<file path="src/include/spi_defines.svh">
`ifndef SPI_DEFINES_SVH
`define SPI_DEFINES_SVH

// widest character the shift engine handles
`define SPI_CHAR_NBITS 16

// half-period divider in system clocks minus one
`define SPI_DIV_NBITS 8

// character length field holds bits minus one
`define SPI_LEN_NBITS 4

`endif

</file>
<file path="src/source/spi_pkg.sv">
`include "spi_defines.svh"

package spi_pkg;

    // per-frame settings latched by the controller
    typedef struct packed {
        logic                      cpol;      // sck idle level
        logic                      cpha;      // 0 samples on leading edge
        logic                      tx_only;   // keep last rchar
        logic                      loop;      // sample mosi instead of miso
        logic                      rev;       // 1 sends lsb first
        logic [`SPI_LEN_NBITS-1:0] char_len;  // bits minus one
        logic [`SPI_DIV_NBITS-1:0] ndivider;  // half-period minus one
    } spi_cfg_t;

    typedef struct packed {
        spi_cfg_t                   cfg;
        logic [`SPI_CHAR_NBITS-1:0] wchar;   // right-aligned
    } spi_req_t;

    typedef struct packed {
        logic [`SPI_CHAR_NBITS-1:0] rchar;   // right-aligned with upper bits zero
    } spi_rsp_t;

    typedef enum logic [1:0] {
        CTRL_IDLE,
        CTRL_LAUNCH,
        CTRL_SHIFT,
        CTRL_ACK
    } ctrl_state_e;

    // high and low are relative to cpol so high_half is the active level
    typedef enum logic [1:0] {
        SCK_IDLE,
        SCK_HIGH_HALF,
        SCK_LOW_HALF
    } sck_state_e;

endpackage

</file>
<file path="src/source/spi_clk_gen.sv">
`include "spi_defines.svh"

module spi_clk_gen
(
    input  logic              S_CHAR_GO,
    input  logic              S_RESETN,
    input  logic              char_go,
    input  spi_pkg::spi_cfg_t cfg,
    output logic              sck,
    output logic              lead_edge,
    output logic              trail_edge,
    output logic              frame_end
);

    import spi_pkg::*;

    sck_state_e                state;
    logic                      go_q;
    logic                      tick;
    logic                      last_period;
    logic [`SPI_DIV_NBITS-1:0] div_cnt;
    logic [`SPI_LEN_NBITS-1:0] per_cnt;

    assign tick        = (div_cnt == cfg.ndivider);     // half period elapsed
    assign last_period = (per_cnt == cfg.char_len);

    always_ff @(posedge S_CHAR_GO or negedge S_RESETN)
    begin
        if (!S_RESETN)
        begin
            state      <= SCK_IDLE;
            go_q       <= 1'b0;
            div_cnt    <= '0;
            per_cnt    <= '0;
            sck        <= 1'b0;
            lead_edge  <= 1'b0;
            trail_edge <= 1'b0;
            frame_end  <= 1'b0;
        end
        else
        begin
            go_q       <= char_go;
            lead_edge  <= 1'b0;
            trail_edge <= 1'b0;
            frame_end  <= 1'b0;
            case (state)
                SCK_IDLE:
                begin
                    sck     <= cfg.cpol;    // rest at idle level
                    div_cnt <= '0;
                    per_cnt <= '0;
                    if (char_go && !go_q)
                        state <= SCK_LOW_HALF;
                end
                SCK_LOW_HALF:
                begin
                    if (tick)
                    begin
                        div_cnt   <= '0;
                        sck       <= ~cfg.cpol;
                        lead_edge <= 1'b1;
                        state     <= SCK_HIGH_HALF;
                    end
                    else
                        div_cnt <= div_cnt + 1'b1;
                end
                SCK_HIGH_HALF:
                begin
                    if (tick)
                    begin
                        div_cnt    <= '0;
                        sck        <= cfg.cpol;
                        trail_edge <= 1'b1;
                        if (last_period)
                        begin
                            frame_end <= 1'b1;  // with the last trailing strobe
                            state     <= SCK_IDLE;
                        end
                        else
                        begin
                            per_cnt <= per_cnt + 1'b1;
                            state   <= SCK_LOW_HALF;
                        end
                    end
                    else
                        div_cnt <= div_cnt + 1'b1;
                end
                default:
                    state <= SCK_IDLE;
            endcase
        end
    end

endmodule

</file>
<file path="src/source/spi_trx_one_char.sv">
`include "spi_defines.svh"

module spi_trx_one_char
(
    input  logic                       S_CHAR_GO,
    input  logic                       S_RESETN,
    input  logic                       char_go,
    input  spi_pkg::spi_cfg_t          cfg,
    input  logic [`SPI_CHAR_NBITS-1:0] wchar,
    input  logic                       lead_edge,
    input  logic                       trail_edge,
    input  logic                       frame_end,
    output logic                       mosi,
    input  logic                       miso,
    output logic                       char_done,
    output logic [`SPI_CHAR_NBITS-1:0] rchar
);

    logic                       go_q;
    logic                       start;
    logic                       sample_stb;
    logic                       shift_stb;
    logic                       rx_bit;
    logic [`SPI_LEN_NBITS-1:0]  bit_idx;
    logic [`SPI_LEN_NBITS-1:0]  first_idx;
    logic [`SPI_LEN_NBITS-1:0]  next_idx;
    logic [`SPI_CHAR_NBITS-1:0] shift_rx;
    logic [`SPI_CHAR_NBITS-1:0] rx_next;

    assign start      = char_go & ~go_q;
    assign sample_stb = cfg.cpha ? trail_edge : lead_edge;
    assign shift_stb  = cfg.cpha ? lead_edge : trail_edge;
    assign rx_bit     = cfg.loop ? mosi : miso;     // internal loopback
    assign first_idx  = cfg.rev ? '0 : cfg.char_len;
    assign next_idx   = cfg.rev ? bit_idx + 1'b1 : bit_idx - 1'b1;

    // sampled bit lands at the same index it was sent from
    always_comb
    begin
        rx_next = shift_rx;
        if (sample_stb)
            rx_next[bit_idx] = rx_bit;
    end

    // transmit side and bit index
    always_ff @(posedge S_CHAR_GO or negedge S_RESETN)
    begin
        if (!S_RESETN)
        begin
            go_q    <= 1'b0;
            bit_idx <= '0;
            mosi    <= 1'b0;
        end
        else
        begin
            go_q <= char_go;
            if (start)
            begin
                bit_idx <= first_idx;
                if (!cfg.cpha)
                    mosi <= wchar[first_idx];   // cpha 0 presents before first edge
            end
            else
            begin
                // cpha 1 drives the current bit while cpha 0 moves on to the next one
                if (shift_stb && !frame_end)
                    mosi <= cfg.cpha ? wchar[bit_idx] : wchar[next_idx];
                if (trail_edge && !frame_end)
                    bit_idx <= next_idx;
            end
        end
    end

    // cleared at frame start so bits above char_len stay zero
    always_ff @(posedge S_CHAR_GO)
    begin
        if (start)
            shift_rx <= '0;
        else
            shift_rx <= rx_next;
    end

    // done one cycle after the frame closes for either phase
    always_ff @(posedge S_CHAR_GO or negedge S_RESETN)
    begin
        if (!S_RESETN)
        begin
            char_done <= 1'b0;
            rchar     <= '0;
        end
        else
        begin
            char_done <= frame_end;
            if (frame_end && !cfg.tx_only)
                rchar <= rx_next;           // includes a last cpha 1 sample
        end
    end

endmodule

</file>
<file path="src/source/spi_char_ctrl.sv">
`include "spi_defines.svh"

module spi_char_ctrl
(
    input  logic                       S_CHAR_GO,
    input  logic                       S_RESETN,
    input  logic                       req,
    input  spi_pkg::spi_req_t          req_data,
    output logic                       ack,
    output spi_pkg::spi_rsp_t          rsp,
    output logic                       char_go,
    output spi_pkg::spi_cfg_t          cfg,
    output logic [`SPI_CHAR_NBITS-1:0] wchar,
    input  logic                       char_done,
    input  logic [`SPI_CHAR_NBITS-1:0] rchar
);

    import spi_pkg::*;

    ctrl_state_e state;
    logic        accept;

    assign accept = (state == CTRL_IDLE) && req;

    always_ff @(posedge S_CHAR_GO or negedge S_RESETN)
    begin
        if (!S_RESETN)
        begin
            state   <= CTRL_IDLE;
            ack     <= 1'b0;
            char_go <= 1'b0;
            cfg     <= '0;      // sck idles low out of reset
            rsp     <= '0;
        end
        else
        begin
            case (state)
                CTRL_IDLE:
                begin
                    if (accept)
                    begin
                        cfg     <= req_data.cfg;
                        char_go <= 1'b1;
                        state   <= CTRL_LAUNCH;
                    end
                end
                CTRL_LAUNCH:
                    state <= CTRL_SHIFT;        // char_go rising seen downstream
                CTRL_SHIFT:
                begin
                    if (char_done)
                    begin
                        char_go   <= 1'b0;
                        ack       <= 1'b1;
                        rsp.rchar <= rchar;
                        state     <= CTRL_ACK;
                    end
                end
                CTRL_ACK:
                begin
                    // hold rsp until the host lets go of req
                    if (!req)
                    begin
                        ack   <= 1'b0;
                        state <= CTRL_IDLE;
                    end
                end
                default:
                    state <= CTRL_IDLE;
            endcase
        end
    end

    always_ff @(posedge S_CHAR_GO)
    begin
        if (accept)
            wchar <= req_data.wchar;
    end

endmodule

</file>
<file path="src/source/spi_master_top.sv">
`include "spi_defines.svh"

module spi_master_top
(
    input  logic              S_CHAR_GO,
    input  logic              S_RESETN,
    input  logic              req,
    input  spi_pkg::spi_req_t req_data,
    output logic              ack,
    output spi_pkg::spi_rsp_t rsp,
    output logic              sck,
    output logic              mosi,
    input  logic              miso
);

    import spi_pkg::*;

    logic                       char_go;
    logic                       char_done;
    logic                       lead_edge;
    logic                       trail_edge;
    logic                       frame_end;
    spi_cfg_t                   cfg;
    logic [`SPI_CHAR_NBITS-1:0] wchar;
    logic [`SPI_CHAR_NBITS-1:0] rchar;

    spi_char_ctrl u_char_ctrl
    (
        .S_CHAR_GO (S_CHAR_GO),
        .S_RESETN  (S_RESETN),
        .req       (req),
        .req_data  (req_data),
        .ack       (ack),
        .rsp       (rsp),
        .char_go   (char_go),
        .cfg       (cfg),
        .wchar     (wchar),
        .char_done (char_done),
        .rchar     (rchar)
    );

    spi_clk_gen u_clk_gen
    (
        .S_CHAR_GO  (S_CHAR_GO),
        .S_RESETN   (S_RESETN),
        .char_go    (char_go),
        .cfg        (cfg),
        .sck        (sck),
        .lead_edge  (lead_edge),
        .trail_edge (trail_edge),
        .frame_end  (frame_end)
    );

    spi_trx_one_char u_trx
    (
        .S_CHAR_GO  (S_CHAR_GO),
        .S_RESETN   (S_RESETN),
        .char_go    (char_go),
        .cfg        (cfg),
        .wchar      (wchar),
        .lead_edge  (lead_edge),
        .trail_edge (trail_edge),
        .frame_end  (frame_end),
        .mosi       (mosi),
        .miso       (miso),
        .char_done  (char_done),
        .rchar      (rchar)
    );

endmodule

</file>
<file path="config.mk">
export PLATFORM = sky130hd
export DESIGN_NAME = spi_master_top
export DESIGN_NICKNAME = d
export VERILOG_FILES = /design/src/source/spi_pkg.sv /design/src/source/spi_clk_gen.sv /design/src/source/spi_trx_one_char.sv /design/src/source/spi_char_ctrl.sv /design/src/source/spi_master_top.sv
export VERILOG_INCLUDE_DIRS = /design/src /design/src/include
export SDC_FILE = /design/constraint.sdc
export NUM_CORES = 1
export LEC_CHECK = 0
export ABC_AREA = 1
export BUFFER_PORTS_ARGS = -buffer_cell sky130_fd_sc_hd__clkbuf_2
export CELL_PAD_IN_SITES_DETAIL_PLACEMENT = 1
export CELL_PAD_IN_SITES_GLOBAL_PLACEMENT = 1
export CORE_MARGIN = 2
export CORE_UTILIZATION = 45
export CTS_CLUSTER_SIZE = 24
export DETAILED_ROUTE_END_ITERATION = 12
export GPL_TIMING_DRIVEN = 0
export PLACE_DENSITY = 0.79
export SLEW_MARGIN = 20
export SYNTH_ARGS = -nofsm -noshare
export SYNTH_HDL_FRONTEND = slang
export SYNTH_SLANG_ARGS = --single-unit
</file>
<file path="constraint.sdc">
create_clock -name S_CHAR_GO -period 2.1 [get_ports S_CHAR_GO]
set_input_delay 0 -clock S_CHAR_GO [delete_from_list [all_inputs] [get_ports S_CHAR_GO]]
set_output_delay 0 -clock S_CHAR_GO [all_outputs]
set_load 0.01 [all_outputs]
</file>
==> results of run 1 <==
-- final cells by class --
| class | instances | area (µm²) |
|---|---|---|
| plain buffers | 17 | 92.6 |
| multi-input cells | 424 | 2280 |
| flip-flops and latches | 110 | 2760 |
| fillers | 1374 | 4970 |
| well taps | 143 | 179 |
| inverters | 71 | 278 |
| repair buffers | 96 | 691 |
| clock buffers | 12 | 268 |
| clock inverters | 4 | 50.0 |
-- registers in the layout, summed over array words and instances, names as in the netlist --
signal and cells:
u_clk_gen.div_cnt 8, u_trx.bit_idx 4, u_trx.shift_rx 16, u_char_ctrl.cfg 17, u_clk_gen.trail_edge 1, u_char_ctrl.ack 1, u_clk_gen.sck 1, u_clk_gen.per_cnt 4
u_trx.rchar 16, u_char_ctrl.wchar 16, u_trx.go_q 1, u_clk_gen.state 2, u_trx.char_done 1, u_char_ctrl.state 2, u_char_ctrl.char_go 1, u_trx.mosi 1
u_char_ctrl.rsp 16, u_clk_gen.lead_edge 1, u_clk_gen.frame_end 1
-- cell usage after synthesis, types with 3 or more instances --
| library cell | n |
|---|---|
| mux2i_1 | 16 |
| nand2_2 | 4 |
| clkbuf_1 | 7 |
| nor2_1 | 43 |
| and2_1 | 3 |
| and3_1 | 3 |
| inv_1 | 66 |
| dfrtp_1 | 78 |
| nor2_2 | 6 |
| mux2_2 | 17 |
| a21oi_1 | 7 |
| or2_2 | 3 |
| buf_4 | 3 |
| ha_1 | 12 |
| o21ai_2 | 3 |
| o21ai_0 | 39 |
| xor2_1 | 9 |
| nand4_1 | 8 |
| o21ai_1 | 9 |
| buf_2 | 3 |
| dfxtp_1 | 16 |
| edfxtp_1 | 16 |
| nand3_1 | 43 |
| inv_2 | 4 |
| nand2_1 | 182 |
-- per-layer routing --
layer  GRT usage  part of all wire
met5           0                 0
met3      0.0505             0.026
met2       0.456              0.54
met4      0.0740             0.025
met1       0.278              0.41
-- worst max-delay path: cells and delay by family, from the launching register on --
family / cells / cell delay [ns]
simple gates: 8 / 0.67
flops: 1 / 0.46
fa+ha+maj: 1 / 0.56
buf+inv: 2 / 0.29
-- kinds of logic (layout without fill, tap and decap cells) --
kind of cell | count (synthesis) | count (layout) | synth area share
simple gates | 306 | 306 | 0.247
flops | 110 | 110 | 0.511
mux | 33 | 33 | 0.0652
xor+xnor | 10 | 10 | 0.0162
fa+ha+maj | 13 | 13 | 0.0316
compound gates | 62 | 62 | 0.0613
buf+inv | 89 | 200 | 0.0682
-- per-stage QoR --
stage                     instance area [µm²]  utilization  setup slack [ns]  setup TNS (ns)
after global routing                     6590        0.570           -0.0182         -0.0182
after global placement                   5850        0.505            -0.263           -5.90
after detailed placement                 5880        0.508            -0.232          -0.232
after CTS                                6560        0.567            0.0260               0
final                                    6590        0.570            0.0576               0
after floorplan                          5390            -             0.206               0
-- cells in the final DEF, fill, tap and decap left out, types with 9 or more instances in the layout --
cell	count
nand2_1	182
dfrtp_1	76
inv_1	64
clkbuf_2	55
nor2_1	43
nand3_1	43
o21ai_0	39
dlygate4sd3_1	34
mux2_2	17
mux2i_1	16
edfxtp_1	16
dfxtp_1	16
ha_1	12
clkbuf_16	10
o21ai_1	9
-- power by group through the flow --
stage	clock network (W)	registers [W]	logic, W
2_1_floorplan	0	0.00301	0.00270
3_3_place_gp	0	0.00308	0.00352
3_5_place_dp	0	0.00311	0.00376
4_1_cts	0.00185	0.00309	0.00391
5_1_grt	0.00192	0.00313	0.00456
6_report	0.00182	0.00306	0.00406
-- what timing repair did --
item                                    in CTS  in global routing
resized for setup                            5                  5
hold buffers                                34                  0
pin swaps                                    1                  0
buffers inserted                             3                  3
endpoints found under the setup margin       1                  3
hold endpoints to repair                    65                  0
-- how the worst max path moves through the flow --
stage / startpoint / endpoint / slack (ns) / depth (start not counted)
final: u_trx.bit_idx[1]$_DFFE_PN0P_ / u_trx.mosi$_DFFE_PN0P_ / 0.06 / 11
after global routing: u_trx.bit_idx[0]$_DFFE_PN0P_ / u_trx.mosi$_DFFE_PN0P_ / -0.02 / 12
after CTS: u_char_ctrl.cfg[12]$_DFFE_PN0P_ / u_trx.mosi$_DFFE_PN0P_ / 0.03 / 11
after detailed placement: u_trx.bit_idx[1]$_DFFE_PN0P_ / u_trx.mosi$_DFFE_PN0P_ / -0.23 / 11
after global placement: u_char_ctrl.state[0]$_DFFE_PN0P_ / u_char_ctrl.wchar[1]$_DFFE_PP_ / -0.26 / 5
after floorplan: u_trx.bit_idx[0]$_DFFE_PN0P_ / u_trx.mosi$_DFFE_PN0P_ / 0.21 / 13
==> flow_metrics.tcl, run 1 <==
set metrics [dict create \
    status "complete, no violations" \
    path_class "reg2reg" \
    min_path_type "in2reg" \
    cpPeakStageDelay_ns 0.56 \
    syn_avg_cell_area_um2 8.65 \
    leakage_nw 3.40 \
    cts.path.max_buffers 2 \
    ys_warn_count 0 \
    cts-root-buf "clkbuf_16" \
    numCtsBuffers 9 \
    clockPowerShare 0.203 \
    finalPower_w 0.00894 \
    grt_max_degree 47 \
    drt-total-wl_um 14600 \
    syn_area_um2 5390 \
    min_path_cells 4 \
    worstPathArrival_ns 2.35 \
    synth_cell_types 43 \
    ys_seq_elements 110 \
    p_sw_frac 0.423 \
    setup_violations 0 \
    num_io_pins 56 \
    clk_pin_slew_ns 0.07 \
    area_growth_pct 22.3 \
    synth_area_leader_cell "dfrtp_1" \
    switching_power_w 0.00378 \
    relSlewSlack 0.594 \
    netlist.area_leader.share 0.362 \
    yosys-top-cells-area "dfrtp_1, nand2_1, edfxtp_1" \
    track_usage 0.243 \
    overflow 0 \
    async_reset_ff_frac 0.709 \
    drtPass1Iterations 4 \
    ys_seq_area_frac 0.511 \
    clock.fmax_mhz 490 \
    endpoint_kind "flop" \
    hold_start "req" \
    cap_violations 0 \
    die_area_um2 12900 \
    cp.required_ns 2.40 \
    dr.first_iter.drc_count 138 \
    reg2reg_slack_ns 0.06 \
    r2r_cells 11 \
    layout_worst_path_cycle_share 0.973 \
    whs_ns 0.0155 \
    routedWlPerCell_um 16.6 \
    vias 4577 \
    drc 0 \
    io_buffer_count 55 \
    via_per_inst 5.22 \
    reg2reg_from "u_trx.bit_idx[1]$_DFFE_PN0P_" \
    place.gp.congestion 0.874 \
    rsz0062_at_grt "true" \
    rows 39 \
    syn_inst 623 \
    peakVddDrop_v 0.000780 \
    syn-num-nets 673 \
    worst_setup_path_start_kind "flop" \
    tightest_slew_ns 0.609 \
    crit_fanout 6 \
    p_int_w 0.00516 \
    fin_skew_ns 0.00609 \
    finalHoldViolations 0 \
    nNetsFinal 779 \
    grt_pass1_wl_um 24400 \
    ant_nets 0 \
    grt_antenna_before_repair 0 \
    synth_edf_count 16 \
    cts_tree "built" \
    final_cells 877 \
    power_frac_comb 0.454 \
    diodes 0 \
    cp_cell_sequence "clkinvlp_4 -> fa_2 -> buf_4 -> nand3_1 -> nand2_1 -> nand2_1 -> nand3_1 -> nand3_1 -> nand3_1 -> nand2_1 -> nand2_1" \
    cts_max_level 3 \
    p_seq_frac 0.342 \
    slowest_stage "fa_2" \
    die_w_um 113 \
    reg2reg_to "u_trx.mosi$_DFFE_PN0P_" \
    start_util 0.466 \
    core_um2 11600 \
    dp.final_hpwl_um 10400 \
    placedCellCount 822 \
    holdPathEnd "u_char_ctrl.state[0]$_DFFE_PN0P_" \
    cts.sinks 110 \
    power_density_nw_per_um2 1360 \
    period_minus_slack_ns 2.04 \
    insertion_delay_ns 0.36 \
    dieHeight_um 113 \
    synth_flop_cell "dfrtp_1" \
    slew_violations 0 \
    grt_pass1_vias 5098 \
    drive_above_1_share 0.185 \
]
Note: power is estimated with default switching activity, not from simulation.
==> run 2, diff against run 1 <==
- CORE_UTILIZATION: 45 -> 44
- PLACE_DENSITY: 0.79 -> 0.78
- SYNTH_HIERARCHICAL: unset -> 1
==> run 2 against run 1 <==
Synthesized cell count grew 10%. Design area grew 4.2%. Synthesized area grew 3.7%. Maximum frequency grew 2.2%. Flip-flop and latch count grew 1. Largest power group unchanged.
==> flow_metrics.tcl, run 2 <==
set metrics [dict create \
    status "complete, no violations" \
    syn_area_um2 5590 \
    synth_common_cells "nand2_1, dfrtp_1, inv_1" \
    syn_avg_cell_area_um2 8.15 \
    netlist.area_leader.share 0.354 \
    overflow 0 \
    synth_flop_cell "dfrtp_1" \
    crit_fanout 6 \
    grt_pass1_vias 5036 \
    drc 0 \
    place.gp.congestion 0.866 \
    io_buffer_count 55 \
    reg2reg_from "u_trx/bit_idx[0]$_DFFE_PN0P_" \
    cts-root-buf "clkbuf_16" \
    grt_max_degree 51 \
    largest_reg_flops 17 \
    clk_pin_slew_ns 0.08 \
    clock.fmax_mhz 500 \
    yosys-top-cells-area "dfrtp_1, nand2_1, edfxtp_1" \
    relSlewSlack 0.701 \
    clockPowerShare 0.199 \
    grt_pass1_wl_um 23700 \
    mostFrequentLayoutCell "nand2_1" \
    syn-num-nets 738 \
    track_usage 0.226 \
    p_seq_frac 0.360 \
    num_io_pins 56 \
    insertion_delay_ns 0.37 \
    pre_cts_ws_ns -0.167 \
    synth_most_common_cell "nand2_1" \
    cts_max_level 3 \
    rows 41 \
    synth_area_leader_cell "dfrtp_1" \
    ys_seq_elements 111 \
    power_frac_comb 0.441 \
    peakVddDrop_v 0.000709 \
    ys_seq_area_frac 0.497 \
    routedWlPerCell_um 15.0 \
    layout_worst_path_cycle_share 0.952 \
    fin_skew_ns 0.00802 \
    synth_edf_count 16 \
    crit_path_start "u_trx/bit_idx[0]$_DFFE_PN0P_" \
    hold_start "req" \
    drt-total-wl_um 14600 \
    tightest_slew_ns 0.449 \
    setup_violations 0 \
    endpoint_kind "flop" \
    via_per_inst 5.00 \
    layout_common_cells "nand2_1, dfrtp_1, inv_1" \
    start_util 0.447 \
    grt_antenna_before_repair 0 \
    cts.sinks 111 \
    core_um2 12500 \
    top_register "u_char_ctrl/cfg" \
    vias 4864 \
    switching_power_w 0.00376 \
    ys_warn_count 6 \
    finalHoldViolations 0 \
    worst_setup_path_start_kind "flop" \
    finalPower_w 0.00874 \
    p_sw_frac 0.430 \
    synth_cell_types 41 \
    p_int_w 0.00498 \
    whs_ns 0.0636 \
    ant_nets 0 \
    numCtsBuffers 9 \
    power_density_nw_per_um2 1270 \
    placedCellCount 914 \
    cap_violations 0 \
    fin_ws_ns 0.101 \
    worstPathArrival_ns 2.26 \
    cts_tree "built" \
    drive_above_1_share 0.179 \
    slew_violations 0 \
    path_class "reg2reg" \
    area_growth_pct 22.9 \
    cp.required_ns 2.36 \
    dieHeight_um 117 \
    drtPass1Iterations 4 \
    dr.first_iter.drc_count 142 \
    die_area_um2 13600 \
    syn_inst 686 \
    final_cells 972 \
    min_path_type "in2reg" \
    diodes 0 \
    async_reset_ff_frac 0.712 \
    dp.final_hpwl_um 10100 \
    leakage_nw 3.67 \
    nNetsFinal 847 \
    die_w_um 117 \
    period_minus_slack_ns 2.00 \
    cts.path.max_buffers 2 \
]
-- run 2: cell count changes after synthesis, sizes merged, moves of 4 or more --
cell    before  now
clkbuf       8    4
inv         71   81
o21ai       51   38
nand2      187  270
buf         10   14
mux2        17    1
nand3       45   52
or2          6    2
-- run 2: path summary, 6_finish.rpt --
path	cells past startpoint	slack [ns]	to
max	12	0.10	u_trx/mosi$_DFFE_PN0P_
min	4	0.06	u_char_ctrl/state[1]$_DFFE_PN0P_
max reg2reg	12	0.10	u_trx/mosi$_DFFE_PN0P_
min reg2reg	0	0.44	u_trx/char_done$_DFF_PN0_
max in group asynchronous	3	1.32	u_char_ctrl/cfg[12]$_DFFE_PN0P_
min in group asynchronous	2	0.15	u_char_ctrl/rsp[0]$_DFFE_PN0P_
-- run 2: power groups by stage --
stage / Sequential (W) / Combinational, W / Clock, W
global placement: 0.00316 / 0.00327 / 0
floorplan: 0.00307 / 0.00254 / 0
finish: 0.00315 / 0.00385 / 0.00174
detailed placement: 0.00319 / 0.00343 / 0
CTS: 0.00315 / 0.00355 / 0.00179
global route: 0.00322 / 0.00433 / 0.00187
-- run 2: repair_timing --
item                                   in CTS  in global routing
resized for setup                           3                 15
gates cloned                                0                  0
setup buffers                               1                  7
endpoints found under the hold margin      62                  0
hold buffers                               34                  0
pin swaps                                   1                  5
setup endpoints to repair                   1                  1
-- run 2: metrics by stage --
step,setup TNS (ns),cell area (µm²),utilization
detailed placement,-0.167,6110,0.488
floorplan,0,5590,-
global placement,-0.169,6080,0.486
finish,0,6870,0.549
CTS,0,6760,0.540
global route,-0.0427,6870,0.549
-- run 2: per-layer routing --
metal  vias to the layer above  track usage  routed length [µm]
met3                        19       0.0337                 455
li1                       2376            -                   -
met5                         -            0                   0
met1                      2394        0.272                6370
met2                        75        0.410                7570
met4                         0       0.0808                 229
-- run 2: critical path: stages, from the launching register on --
cell and delay [ns]:
dfrtp_1 0.36, buf_6 0.15, clkinv_8 0.06, fa_2 0.64, inv_4 0.07, nand3_1 0.08, o21ai_1 0.08, nand2_1 0.11
nand3_2 0.10, nand3_2 0.08, nand3_2 0.05, nand2_1 0.06, nand2_1 0.04
-- run 2: cells by family (layout without fill, tap and decap cells) --
group                      after synthesis  count (layout)  synth area share
adders and majority gates               15              15            0.0349
xor gates and xnor gates                11              11            0.0172
DFF                                    111             111             0.497
muxes                                   17              17            0.0307
and+or+nand+nor                        380             380             0.288
buffers and inverters                   99             213            0.0785
AOI/OAI and AO/OA                       53              53            0.0539
-- run 2: final cells by class --
type                       instances  area [µm²]
inverter                          81         324
clock inverter                     7        72.6
buffer                            18         130
multi-input combinational        476        2410
fill                            1550        5650
tap                              172         215
timing repair buffer              98         709
clock buffer                       9         225
sequential                       111        2780
==> run 3, diff against run 2 <==
- ABC_CLOCK_PERIOD_IN_PS: unset -> 2500
- CORE_UTILIZATION: 44 -> 48
- PLACE_DENSITY: 0.78 -> 0.84
- clock period: 2.1 -> 2.5 ns (I/O delays scaled with it)
==> run 3 against run 2 <==
Non-clock buffer count shrank 8. Critical path depth decreased by 1. Utilization up 4.1 points. Sequential share of layout area rose by 0.94 points. Clock power is 16% lower. Critical path type unchanged. Critical endpoint unchanged.
==> flow_metrics.tcl, run 3 (synthesis gave the netlist of run 2 again) <==
set metrics [dict create \
    status "complete, no violations" \
    cts-root-buf "clkbuf_16" \
    core_um2 11400 \
    diodes 0 \
    rows 39 \
    cts.path.max_buffers 2 \
    mostFrequentLayoutCell "nand2_1" \
    holdPathEnd "u_char_ctrl/state[0]$_DFFE_PN0P_" \
    reg2reg_slack_ns 0.21 \
    clk_pin_slew_ns 0.07 \
    area_growth_pct 20.0 \
    num_io_pins 56 \
    leakage_nw 3.61 \
    grt_max_degree 42 \
    min_path_cells 4 \
    start_util 0.492 \
    vias 4797 \
    grt_pass1_wl_um 25600 \
    post-route-util 0.590 \
    routedWlPerCell_um 15.9 \
    worstPathArrival_ns 2.54 \
    dp.final_hpwl_um 10400 \
    ant_nets 0 \
    clock.fmax_mhz 437 \
    period_minus_slack_ns 2.29 \
    drt-total-wl_um 14900 \
    cts.sinks 111 \
    cap_violations 0 \
    cp.required_ns 2.75 \
    grt_pass1_vias 5377 \
    top_register "u_char_ctrl/cfg" \
    die_w_um 112 \
    nFillCells 1389 \
    layout_common_cells "nand2_1, dfrtp_1, inv_1" \
    cts_max_level 3 \
    largest_reg_flops 17 \
    worst_setup_path_start_kind "flop" \
    layout_worst_path_cycle_share 0.915 \
    reg2reg_from "u_trx/bit_idx[1]$_DFFE_PN0P_" \
    seq_area_um2 2780 \
    power_density_nw_per_um2 1070 \
    dieHeight_um 112 \
    fin_setup_tns_ns 0 \
    grt_antenna_before_repair 0 \
    relSlewSlack 0.609 \
    path_class "reg2reg" \
    fin_skew_ns 0.00786 \
    overflow 0 \
    finalHoldViolations 0 \
    dr.first_iter.drc_count 227 \
    nNetsFinal 839 \
    cts_tree "built" \
    hold_start "req" \
    tightest_slew_ns 0.586 \
    reg2reg_to "u_trx/mosi$_DFFE_PN0P_" \
    die_area_um2 12500 \
    multiInputGateArea_um2 2370 \
    drtPass1Iterations 4 \
    drc 0 \
    numCtsBuffers 9 \
    drive_above_1_share 0.154 \
    r2r_cells 11 \
    insertion_delay_ns 0.36 \
    via_per_inst 5.13 \
    cts_resized 0 \
    endpoint_kind "flop" \
    placedCellCount 885 \
    peakVddDrop_v 0.000504 \
    min_path_type "in2reg" \
    rsz0062_at_grt "false" \
    setup_violations 0 \
    slew_violations 0 \
    place.gp.congestion 0.911 \
    crit_fanout 8 \
    track_usage 0.255 \
    io_buffer_count 55 \
    final_cells 935 \
]
[run 3: worst max path at each step]
stage / start / endpoint
after detailed placement: u_trx/bit_idx[1]$_DFFE_PN0P_ / u_trx/mosi$_DFFE_PN0P_
after global placement: u_trx/bit_idx[1]$_DFFE_PN0P_ / u_trx/mosi$_DFFE_PN0P_
after global routing: u_trx/bit_idx[1]$_DFFE_PN0P_ / u_trx/mosi$_DFFE_PN0P_
after floorplan: u_trx/bit_idx[0]$_DFFE_PN0P_ / u_trx/mosi$_DFFE_PN0P_
after CTS: u_trx/bit_idx[1]$_DFFE_PN0P_ / u_trx/mosi$_DFFE_PN0P_
final: u_trx/bit_idx[1]$_DFFE_PN0P_ / u_trx/mosi$_DFFE_PN0P_
[run 3: worst max-delay path, stage by stage (launching register included)]
cell and delay, ns:
dfrtp_1 0.52, inv_2 0.17, fa_1 0.68, inv_1 0.16
nand3_1 0.11, o21ai_1 0.10, nand2_1 0.08, nand3_1 0.09
nand3_1 0.08, nand3_1 0.08, nand2_1 0.08, nand2_1 0.05
[run 3: layer usage]
layer	vias up	global-route usage	wire length [µm]
met1	2346	0.294	6250
met2	81	0.488	8010
met3	18	0.0321	371
met5	-	0	0
li1	2352	-	-
met4	0	0.0846	271
[run 3: through the flow]
stage	total power, W	area, µm²	worst slack, ns	hold WS, ns
floorplan	0.00472	5590	0.689	-0.296
global placement	0.00539	6050	0.293	0.176
detailed placement	0.00559	6070	0.282	0.0639
CTS	0.00716	6710	0.255	0.0511
global route	0.00770	6710	0.0739	0.103
finish	0.00716	6710	0.213	0.0560
[run 3: power breakdown]
part / switching [W] / leakage (nW) / internal, W
registers: 0.000386 / 1.25 / 0.00228
logic: 0.00197 / 2.21 / 0.00104
clock network: 0.000662 / 0.144 / 0.000810
[run 3: area by class of cell]
cell class	count	area share
flip-flops and latches	111	0.414
multi-input cells	476	0.354
repair buffers	90	0.0951
inverters	81	0.0461
clock buffers	12	0.0367
well taps	143	0.0267
plain buffers	18	0.0194
clock inverters	4	0.00783
[run 3: repair_timing]
item | CTS | global route
buffers inserted | 0 | 0
hold buffers | 34 | 0
hold endpoints to repair | 73 | 0
